**src/hdl/trg_link_pkg.sv**
```systemverilog
`default_nettype none

package trg_link_pkg;

  // ----------------------------------------
  // Link geometry
  // ----------------------------------------
  localparam int CLUSTER_W         = 14;                            // One cluster word
  localparam int CLUSTERS_PER_LINK = 4;                             // Clusters on one fiber
  localparam int N_LINKS           = 4;                             // CR, CL, GR, GL
  localparam int N_CLUSTERS        = 8;                             // Clusters per BX from the finder
  localparam int PAYLOAD_W         = CLUSTER_W * CLUSTERS_PER_LINK; // 56 bit link payload
  localparam int BXN_W             = 12;                            // BX number width

  // ----------------------------------------
  // Timing
  // ----------------------------------------
  localparam int LAT_MARK_PERIOD_LOG2 = 7;   // Latency marker every 128 BX
  localparam int RESET_HOLD           = 15;  // Extra idle cycles after reset
  localparam int RESET_CNT_W          = $clog2(RESET_HOLD + 1); // Stretch counter width

  // ----------------------------------------
  // CRC
  // ----------------------------------------
  localparam int CRC_W      = 8;                     // CRC-8
  localparam int CRC_DATA_W = 1 + BXN_W + PAYLOAD_W; // Overflow, bxn and payload, 69 bits

  localparam logic [CRC_W-1:0] CRC_POLY = 8'h07; // x^8 + x^2 + x + 1
  localparam logic [CRC_W-1:0] CRC_INIT = 8'h00; // Start value

  // ----------------------------------------
  // Types
  // ----------------------------------------
  typedef logic [CLUSTER_W-1:0] cluster_t; // Raw cluster word

  // Cluster 0 sits in the low bits of the payload
  typedef struct packed {
    cluster_t [CLUSTERS_PER_LINK-1:0] cl; // Four clusters
  } link_payload_t;

  // Header kind sent at the top of every frame
  typedef enum logic [1:0] {
    HDR_IDLE = 2'd0, // Link held or no BX yet
    HDR_DATA = 2'd1, // Ordinary BX
    HDR_BC0  = 2'd2, // Orbit start
    HDR_LAT  = 2'd3  // Latency marker
  } hdr_kind_t;

  // One link frame, 79 bits, MSB first as listed
  typedef struct packed {
    hdr_kind_t          hdr;      // Frame kind
    logic               overflow; // Cluster finder overflow
    logic [BXN_W-1:0]   bxn;      // BX number
    link_payload_t      payload;  // Four clusters
    logic [CRC_W-1:0]   crc;      // CRC-8 over overflow, bxn, payload
  } trg_frame_t;

endpackage

`default_nettype wire

```
**src/hdl/bx_marker.sv**
```systemverilog
`timescale 1ns/1ps
`default_nettype none

// Shared header tag for all four fibers
module bx_marker (
  input  wire logic                            clk_40,
  input  wire logic                            link_reset,
  input  wire logic                            ttc_bx0,
  input  wire logic [trg_link_pkg::BXN_W-1:0]  bxn_counter,
  output trg_link_pkg::hdr_kind_t              tag
);

  import trg_link_pkg::*;

  // ----------------------------------------
  // BX classification
  // ----------------------------------------
  logic      lat_due;  // Low bits of bxn all zero
  hdr_kind_t tag_next; // Tag for this BX

  assign lat_due = (bxn_counter[LAT_MARK_PERIOD_LOG2-1:0] == '0); // Once per 128 BX

  always_comb begin
    if (link_reset) begin
      tag_next = HDR_IDLE;  // Link held
    end else if (ttc_bx0) begin
      tag_next = HDR_BC0;   // BC0 beats the latency marker
    end else if (lat_due) begin
      tag_next = HDR_LAT;   // Latency marker
    end else begin
      tag_next = HDR_DATA;  // Plain data BX
    end
  end

  // ----------------------------------------
  // Tag register
  // ----------------------------------------
  // Lines up with the delayed payload in each fiber
  always_ff @(posedge clk_40) begin
    tag <= tag_next; // Registered BX tag
  end

endmodule

`default_nettype wire

```
**src/hdl/fiber_frame_out.sv**
```systemverilog
`timescale 1ns/1ps
`default_nettype none

// Frame builder for one trigger fiber
module fiber_frame_out (
  input  wire logic                            clk_40,
  input  wire logic                            link_reset,
  input  trg_link_pkg::link_payload_t          payload,
  input  wire logic [trg_link_pkg::BXN_W-1:0]  bxn_counter,
  input  wire logic                            overflow,
  input  trg_link_pkg::hdr_kind_t              tag,
  output trg_link_pkg::trg_frame_t             frame
);

  import trg_link_pkg::*;

  // ----------------------------------------
  // Input delay to meet the registered tag
  // ----------------------------------------
  link_payload_t    payload_d;   // Clusters one BX late
  logic [BXN_W-1:0] bxn_d;       // BX number one BX late
  logic             overflow_d;  // Overflow one BX late

  always_ff @(posedge clk_40) begin
    payload_d  <= payload;     // Payload register
    bxn_d      <= bxn_counter;
    overflow_d <= overflow;
  end

  // ----------------------------------------
  // Field select
  // ----------------------------------------
  logic             tag_idle;    // Idle header in this BX
  link_payload_t    payload_f;   // Payload as sent
  logic [BXN_W-1:0] bxn_f;       // BX number as sent
  logic             overflow_f;  // Overflow as sent

  assign tag_idle = (tag == HDR_IDLE);

  // Idle frames carry no content, only the tag decides
  always_comb begin
    if (tag_idle) begin
      payload_f  = '0;
      bxn_f      = '0;
      overflow_f = 1'b0;
    end else begin
      payload_f  = payload_d;
      bxn_f      = bxn_d;
      overflow_f = overflow_d;
    end
  end

  // ----------------------------------------
  // CRC
  // ----------------------------------------
  logic [CRC_W-1:0] crc_f;     // CRC of the fields as sent
  logic [CRC_W-1:0] idle_crc;  // CRC of the all zero content

  link_crc8 u_crc (
    .overflow (overflow_f),
    .bxn      (bxn_f),
    .payload  (payload_f),
    .crc      (crc_f)
  );

  // Constant inputs, folds to a fixed value
  link_crc8 u_idle_crc (
    .overflow (1'b0),
    .bxn      ({BXN_W{1'b0}}),
    .payload  ('0),
    .crc      (idle_crc)
  );

  // ----------------------------------------
  // Frame register
  // ----------------------------------------
  trg_frame_t frame_next;  // Assembled frame
  trg_frame_t frame_idle;  // Frame sent while held

  always_comb begin
    frame_next.hdr      = tag;
    frame_next.overflow = overflow_f;
    frame_next.bxn      = bxn_f;
    frame_next.payload  = payload_f;
    frame_next.crc      = crc_f;
  end

  always_comb begin
    frame_idle.hdr      = HDR_IDLE;
    frame_idle.overflow = 1'b0;
    frame_idle.bxn      = '0;
    frame_idle.payload  = '0;
    frame_idle.crc      = idle_crc;
  end

  always_ff @(posedge clk_40) begin
    if (link_reset) begin
      frame <= frame_idle;   // Link held idle
    end else begin
      frame <= frame_next;   // One frame per BX
    end
  end

endmodule

`default_nettype wire

```
**src/hdl/link_crc8.sv**
```systemverilog
`timescale 1ns/1ps
`default_nettype none

// CRC-8 over the checked part of a frame
module link_crc8 (
  input  wire logic                                 overflow,
  input  wire logic [trg_link_pkg::BXN_W-1:0]       bxn,
  input  trg_link_pkg::link_payload_t               payload,
  output logic      [7:0]                           crc
);

  import trg_link_pkg::*;

  // ----------------------------------------
  // Checked bits, MSB first
  // ----------------------------------------
  logic [CRC_DATA_W-1:0] crc_data; // Overflow on top, payload at the bottom

  assign crc_data = {overflow, bxn, payload};

  // ----------------------------------------
  // Bitwise unrolled shift register
  // ----------------------------------------
  always_comb begin
    logic [CRC_W-1:0] acc; // Running remainder
    logic             fb;  // Feedback bit

    acc = CRC_INIT;
    for (int i = CRC_DATA_W - 1; i >= 0; i--) begin
      fb  = acc[CRC_W-1] ^ crc_data[i];             // Top bit against next data bit
      acc = {acc[CRC_W-2:0], 1'b0};                 // Shift left
      acc = acc ^ (fb ? CRC_POLY : '0);             // Fold in polynomial
    end
    crc = acc;
  end

endmodule

`default_nettype wire

```
**src/hdl/trigger_links.sv**
```systemverilog
`timescale 1ns/1ps
`default_nettype none

// Trigger link transmit side, four fibers at one frame per BX
module trigger_links (
  input  wire logic                                   clk_40,
  input  wire logic                                   reset,
  input  trg_link_pkg::cluster_t
           [trg_link_pkg::N_CLUSTERS-1:0]             clusters,
  input  wire logic [trg_link_pkg::BXN_W-1:0]         bxn_counter,
  input  wire logic                                   ttc_bx0,
  input  wire logic                                   overflow,
  output trg_link_pkg::trg_frame_t
           [trg_link_pkg::N_LINKS-1:0]                frames,
  output logic                                        link_ready
);

  import trg_link_pkg::*;

  // ----------------------------------------
  // Reset stretcher
  // ----------------------------------------
  logic [RESET_CNT_W-1:0] hold_cnt;    // Cycles of idle left after reset
  logic                   link_reset;  // Internal reset for the links

  always_ff @(posedge clk_40) begin
    if (reset) begin
      hold_cnt <= RESET_CNT_W'(RESET_HOLD);  // Reload while held
    end else if (hold_cnt != '0) begin
      hold_cnt <= hold_cnt - 1'b1;           // Count down to release
    end
  end

  assign link_reset = reset | (hold_cnt != '0); // Follows reset at once

  // Rises at the first edge with the links released
  always_ff @(posedge clk_40) begin
    if (link_reset) begin
      link_ready <= 1'b0;
    end else begin
      link_ready <= 1'b1;
    end
  end

  // ----------------------------------------
  // Cluster to link mapping
  // ----------------------------------------
  link_payload_t link_r;  // Right links, clusters 0 to 3
  link_payload_t link_l;  // Left links, clusters 4 to 7

  assign link_r.cl = clusters[CLUSTERS_PER_LINK-1:0];
  assign link_l.cl = clusters[N_CLUSTERS-1:CLUSTERS_PER_LINK];

  // ----------------------------------------
  // Shared header tag
  // ----------------------------------------
  hdr_kind_t tag;  // One BC0 and latency decision for all fibers

  bx_marker u_bx_marker (
    .clk_40      (clk_40),
    .link_reset  (link_reset),
    .ttc_bx0     (ttc_bx0),
    .bxn_counter (bxn_counter),
    .tag         (tag)
  );

  // ----------------------------------------
  // Fibers
  // ----------------------------------------
  // Even fibers carry the right payload, odd fibers the left one
  // 0 CSC right, 1 CSC left, 2 GEM right, 3 GEM left
  for (genvar i = 0; i < N_LINKS; i++) begin : g_fiber
    link_payload_t link_payload;  // Payload for this fiber

    assign link_payload = (i % 2 == 0) ? link_r : link_l;

    fiber_frame_out u_fiber (
      .clk_40      (clk_40),
      .link_reset  (link_reset),
      .payload     (link_payload),
      .bxn_counter (bxn_counter),
      .overflow    (overflow),
      .tag         (tag),
      .frame       (frames[i])
    );
  end

endmodule

`default_nettype wire

```
**config.mk**
```make
export PLATFORM = sky130hd
export DESIGN_NAME = trigger_links
export DESIGN_NICKNAME = d
export VERILOG_FILES = /design/src/hdl/trg_link_pkg.sv /design/src/hdl/bx_marker.sv /design/src/hdl/fiber_frame_out.sv /design/src/hdl/link_crc8.sv /design/src/hdl/trigger_links.sv
export SDC_FILE = /design/constraint.sdc
export NUM_CORES = 1
export LEC_CHECK = 0
export ABC_AREA = 0
export ABC_CLOCK_PERIOD_IN_PS = 4850
export BUFFER_PORTS_ARGS = -buffer_cell sky130_fd_sc_hd__buf_2
export CAP_MARGIN = 40
export CORE_AREA = 2 2 171 173
export CTS_CLUSTER_DIAMETER = 50
export CTS_CLUSTER_SIZE = 40
export DETAILED_ROUTE_END_ITERATION = 12
export DIE_AREA = 0 0 173 175
export PLACE_DENSITY = 0.72
export SLEW_MARGIN = 20
export SYNTH_ARGS = -nofsm -noshare
export SYNTH_HDL_FRONTEND = slang
export SYNTH_SLANG_ARGS = --single-unit
```
**constraint.sdc**
```tcl
create_clock -name clk_40 -period 4.85 [get_ports clk_40]
set_clock_uncertainty 0.05 [all_clocks]
set_input_delay 0.97 -clock clk_40 [delete_from_list [all_inputs] [get_ports clk_40]]
set_output_delay 0.97 -clock clk_40 [all_outputs]
set_load 0.02 [all_outputs]
```
---- After elaboration in Yosys (flattened, before gate mapping) ----
Index checks and enable logic that the tools add are counted.
operators by class
  bitwise gates (word level) .............. 249
  muxes and demuxes ....................... 132
  reduce and logical (&&, ||, !) cells .... 4
  add/subtract/negate cells ............... 1
operator list
  operator                                                            count
  8-bit by 3-bit XOR with 8-bit output                                114
  3-bit two-way mux                                                   125
  1-bit XOR                                                           119
  56-bit two-way mux                                                  2
  8-bit XOR                                                           6
  12-bit two-way mux                                                  1
  7-bit logical NOT                                                   1
  7-bit by 3-bit XOR with 7-bit output                                1
  6-bit by 3-bit XOR with 6-bit output                                1
  1-bit XOR, first input constant                                     5
  5-bit by 3-bit XOR with 5-bit output                                1
  2-bit two-way mux                                                   2
  4-bit nonzero test                                                  1
  4-bit by 1-bit subtractor with 4-bit output, second input constant  1
  4-bit by 3-bit XOR with 4-bit output                                1
  2-bit logical NOT                                                   1
  1-bit two-way mux                                                   2
  2-bit OR reduction                                                  1
  1-bit OR                                                            1
word-level totals
  bits in registers ....................... 275
  bits of input ports ..................... 128
  output and inout port bits .............. 317

---- Depth between registers and ports, before layout ----
  depth in word-level cells ............... 198
  mapped depth ............................ 15

---- Hierarchy ----
A second synthesis with hierarchy kept.
second synthesis, totals
  cells, all modules ...................... 2,673
  area, all modules ....................... 35,027.3 um^2
by module, submodules not included
  module           seq. area each (um^2)  times used  cells each  area each (um^2)
  link_crc8        0.0                    8           173         2,322.2
  fiber_frame_out  2,962.8                4           314         4,032.6
  trigger_links    100.1                  1           26          250.2
  bx_marker        40.0                   1           7           68.8

---- Worst setup path after synthesis ----
OpenSTA, ideal clock, no wires.
  path type ............................... register -> register
  start point ............................. register, netlist name g_fiber[2].u_fiber.overflow_d
  end point ............................... register g_fiber[0].u_fiber.frame[3] in the netlist's numbering
  path slack .............................. 0.611 ns
  arrival time ............................ 4.124 ns
  buffers on the path ..................... 1
  library setup time ...................... 0.065 ns
  cell stages (with the launch flop) ...... 15
  required time ........................... 4.735 ns
  clock period less this slack ............ 4.239 ns
  cell sequence ........................... dfxtp_1 buf_4 xor3_2 xnor2_2 xnor3_2 xor2_1 nor2_2 xor3_2 xor3_1 xnor2_2 xnor3_1 xnor3_2 xor2_1 xnor3_1 nor2_1
RTL lines
  element               RTL line                RTL
  end signal, assigned  fiber_frame_out.sv:98   frame <= frame_idle;
  end signal, assigned  fiber_frame_out.sv:100  frame <= frame_next;
  end, declared         fiber_frame_out.sv:12   output trg_link_pkg::trg_frame_t frame

==> results.toml <==
[outcome]
status = "complete, no violations"

[critical_path]
criticalPathCategory = "reg2reg"
startpoint_type = "flip-flop"
cp_common_cell = "xor2_1"
r2r_start = "g_fiber[2].u_fiber.bxn_d[8]"
r2r_slack_ns = 0.26
reg2reg_to = "g_fiber[0].u_fiber.frame[3]"
arrival_ns = 5.01
crit_chain = "xnor2_1, xor2_1, xnor3_2, xor2_1, nor2_2, xor3_2, xor3_1, xnor2_2, xnor3_1, xnor3_2, xor2_1, xnor3_1, nor2_1"
cp.required_ns = 5.28
critPathSlowestCell = "dfxtp_1"
critPathMaxStageDelay_ns = 0.50
reg2regPathDepth = 13
cp-end-kind = "flip-flop"
worstPathMaxFanout = 5

[clocking]
cts-hold-fix-buffers = 0
cts_inserted_buffers = 27
clockBufferDepth = 3
cts_setup_buffers = 0
root_buffer = "clkbuf_16"
cts.sinks = 275
cts_tree = "built"
cts-htree-levels = 1
clkLatencyLatePin_ns = 0.54
clk_pin_slew_ns = 0.08

[floorplanning]
core-area_sq_mm = 0.02839
rows = 62
io_pins = 445
start_util = 0.4409
dieHeight_um = 175
die_w_um = 173
die_area_sq_mm = 0.03028

[cells_and_area]
layout.cells.non_filler = 1787
final_cell_mix = "444 x buf_2, 274 x dfxtp_1, 216 x xnor2_1"
final_common_cell = "buf_2"
area_delta_synth_final_pct = 18.83
fill_cells = 2497
drive_gt1_frac = 0.3894
nets = 1512

[grt]
grt_overflow = 0
grt_pass1_vias = 7837
grt_max_degree = 77
grt_util_all_layers = 0.1852
grt_pass1_wl_mm = 43.61
antenna_found_initial = 1

[synth]
async_flop_share = 0
synth_flop_cell = "dfxtp_1"
ys_seq_area_frac = 0.4398
synth_top_area_frac = 0.4398
yosysWarningCount = 0
synth_fp_nets = 1230
synthCells = 1100
netlist_top_cells_area = "dfxtp_1 44%, xnor2_1 15%, buf_4 10%"
synth_top_cell_by_area = "dfxtp_1"
synth_edf_count = 0
yosys_register_bits = 275
synthesis.area_sq_mm = 0.01252
yosysUniqueCellTypes = 34
syn_avg_cell_area_sq_um = 11.38

[power_and_ir_drop]
p_clk_frac = 0.398
pwr-share-seq = 0.433
sw_frac_of_total = 0.2686
p_total_mw = 5.481
p_int_mw = 4.009
power.density_mw_per_mm2 = 368.5
power_leakage_nw = 7.417
combinationalPowerShare = 0.168
vdd_drop_max_uv = 251.5
power.switching_mw = 1.472

[placed_design]
hpwlAfterDp_mm = 22.92
port_buffers = 444
dp_slack_ns = 0.1831
gp_congestion = 0.8503
numPlacedInstances = 1737

[route]
drt_iter0_markers = 254
drc_errors = 0
ant_nets = 0
wl_per_cell_um = 16.25
wl_mm = 29.03
vias_per_cell = 4.297
vias = 7678
drtPass1Iterations = 5

[worst_hold_path]
holdCritStartpoint = "g_fiber[2].u_fiber.payload_d[31]"
holdPathStages = 1
hold_end = "g_fiber[0].u_fiber.frame[39]"
hold_path.class = "reg2reg"

[timing]
finalSetupViolations = 0
worst_slack_ns = 0.2613
timing.hold.ws_ns = 0.4217
finalCriticalPeriod_ns = 4.589
clock.fmax_mhz = 217.9
max_slew.worst_pin.slew_ns = 0.6554
post-route-period-util = 0.9461
slew-limit-headroom = 0.5599
rsz0062_at_grt = "no"
fin_setup_tns_ns = 0
slew_violations = 0
hold_viol = 0

[flow_run]
drv_cap = 0
==> logic make-up (layout without fill, tap and decap cells) <==
| logic type | after synthesis | in the layout | synth area share |
|---|---|---|---|
| XOR/XNOR | 364 | 364 | 0.3348 |
| flip-flops | 275 | 275 | 0.4398 |
| AND/OR/NAND/NOR | 245 | 245 | 0.1043 |
| buffers and inverters | 208 | 510 | 0.1161 |
| AO/OA/AOI/OAI | 5 | 5 | 0.002299 |
| adder cells (fa/ha/maj) | 2 | 2 | 0.001999 |
| multiplexers | 1 | 1 | 0.0007997 |
| other | 0 | 1 | 0 |
==> metrics by stage <==
step	cell area, sq um	util
floorplan	12520	-
global placement	13890	0.4892
detailed placement	13890	0.4892
CTS	14850	0.5229
global route	14870	0.5238
finish	14870	0.5239
==> worst max-delay path by stage <==
stage	slack [ns]	depth (start not counted)	from	endpoint
floorplan	0.61	14	g_fiber[2].u_fiber.overflow_d	g_fiber[0].u_fiber.frame[3]
global placement	0.32	13	g_fiber[2].u_fiber.bxn_d[10]	g_fiber[0].u_fiber.frame[2]
detailed placement	0.18	13	g_fiber[2].u_fiber.bxn_d[10]	g_fiber[0].u_fiber.frame[3]
CTS	0.13	13	g_fiber[2].u_fiber.bxn_d[10]	g_fiber[0].u_fiber.frame[3]
global route	0.005	13	g_fiber[2].u_fiber.bxn_d[8]	g_fiber[0].u_fiber.frame[3]
finish	0.26	13	g_fiber[2].u_fiber.bxn_d[8]	g_fiber[0].u_fiber.frame[3]
==> repair_timing <==
| item | CTS | global route |
|---|---|---|
| resized for setup | 0 | 5 |
| hold endpoints to repair | 0 | 0 |
| setup endpoints to repair | 0 | 2 |
==> critical path, delay by kind of cell (launching register included) <==
family	cells	cell delay (ns)
xor gates and xnor gates	11	3.70
and+or+nand+nor	2	0.27
DFF	1	0.50
==> state kept, by name (all words and copies together), names as in the netlist <==
register	flops
u_bx_marker.tag	2
g_fiber.u_fiber.frame	143
hold_cnt	4
g_fiber.u_fiber.bxn_d	12
g_fiber.u_fiber.payload_d	112
link_ready	1
g_fiber.u_fiber.overflow_d	1
==> synth_stat cells (3+ instances only) <==
| library cell | number |
|---|---|
| xnor3_1 | 47 |
| xnor2_2 | 14 |
| xnor3_2 | 7 |
| buf_4 | 174 |
| nand2_1 | 25 |
| xor2_1 | 67 |
| nor2_2 | 5 |
| nor3_1 | 5 |
| inv_1 | 5 |
| dfxtp_1 | 275 |
| nand2b_1 | 3 |
| clkbuf_1 | 22 |
| and2_1 | 128 |
| buf_2 | 3 |
| nor2_1 | 71 |
| xnor2_1 | 219 |
| xor3_1 | 4 |
==> cell type report <==
type / instances / area [sq um] / share of cell area
inverters: 5 / 18.77 / 0.001262
clock buffers: 30 / 696.9 / 0.04685
repair buffers: 456 / 2312 / 0.1555
clock inverters: 19 / 259.0 / 0.01741
flip-flops and latches: 275 / 5507 / 0.3702
diodes: 1 / 2.502 / 0.0001682
multi-input cells: 617 / 5598 / 0.3763
well taps: 384 / 480.5 / 0.03230
==> metal layers <==
metal  global-route usage  share of wire  up-vias
met4              0.04131          0.021        0
met1               0.2273           0.41     3566
li1                     -              -     3793
met2               0.3447           0.51      283
met3              0.02415          0.055       36
met5                    0              0        -
==> power by group through the flow <==
stage	combinational, mW	sequential, mW	clock [mW]
3_3_place_gp	0.915	2.43	0
6_report	0.922	2.38	2.18
3_5_place_dp	0.922	2.43	0
4_1_cts	0.930	2.38	2.24
2_1_floorplan	0.733	2.41	0
5_1_grt	0.995	2.38	2.32
Note: power is estimated with default switching activity, not from simulation.
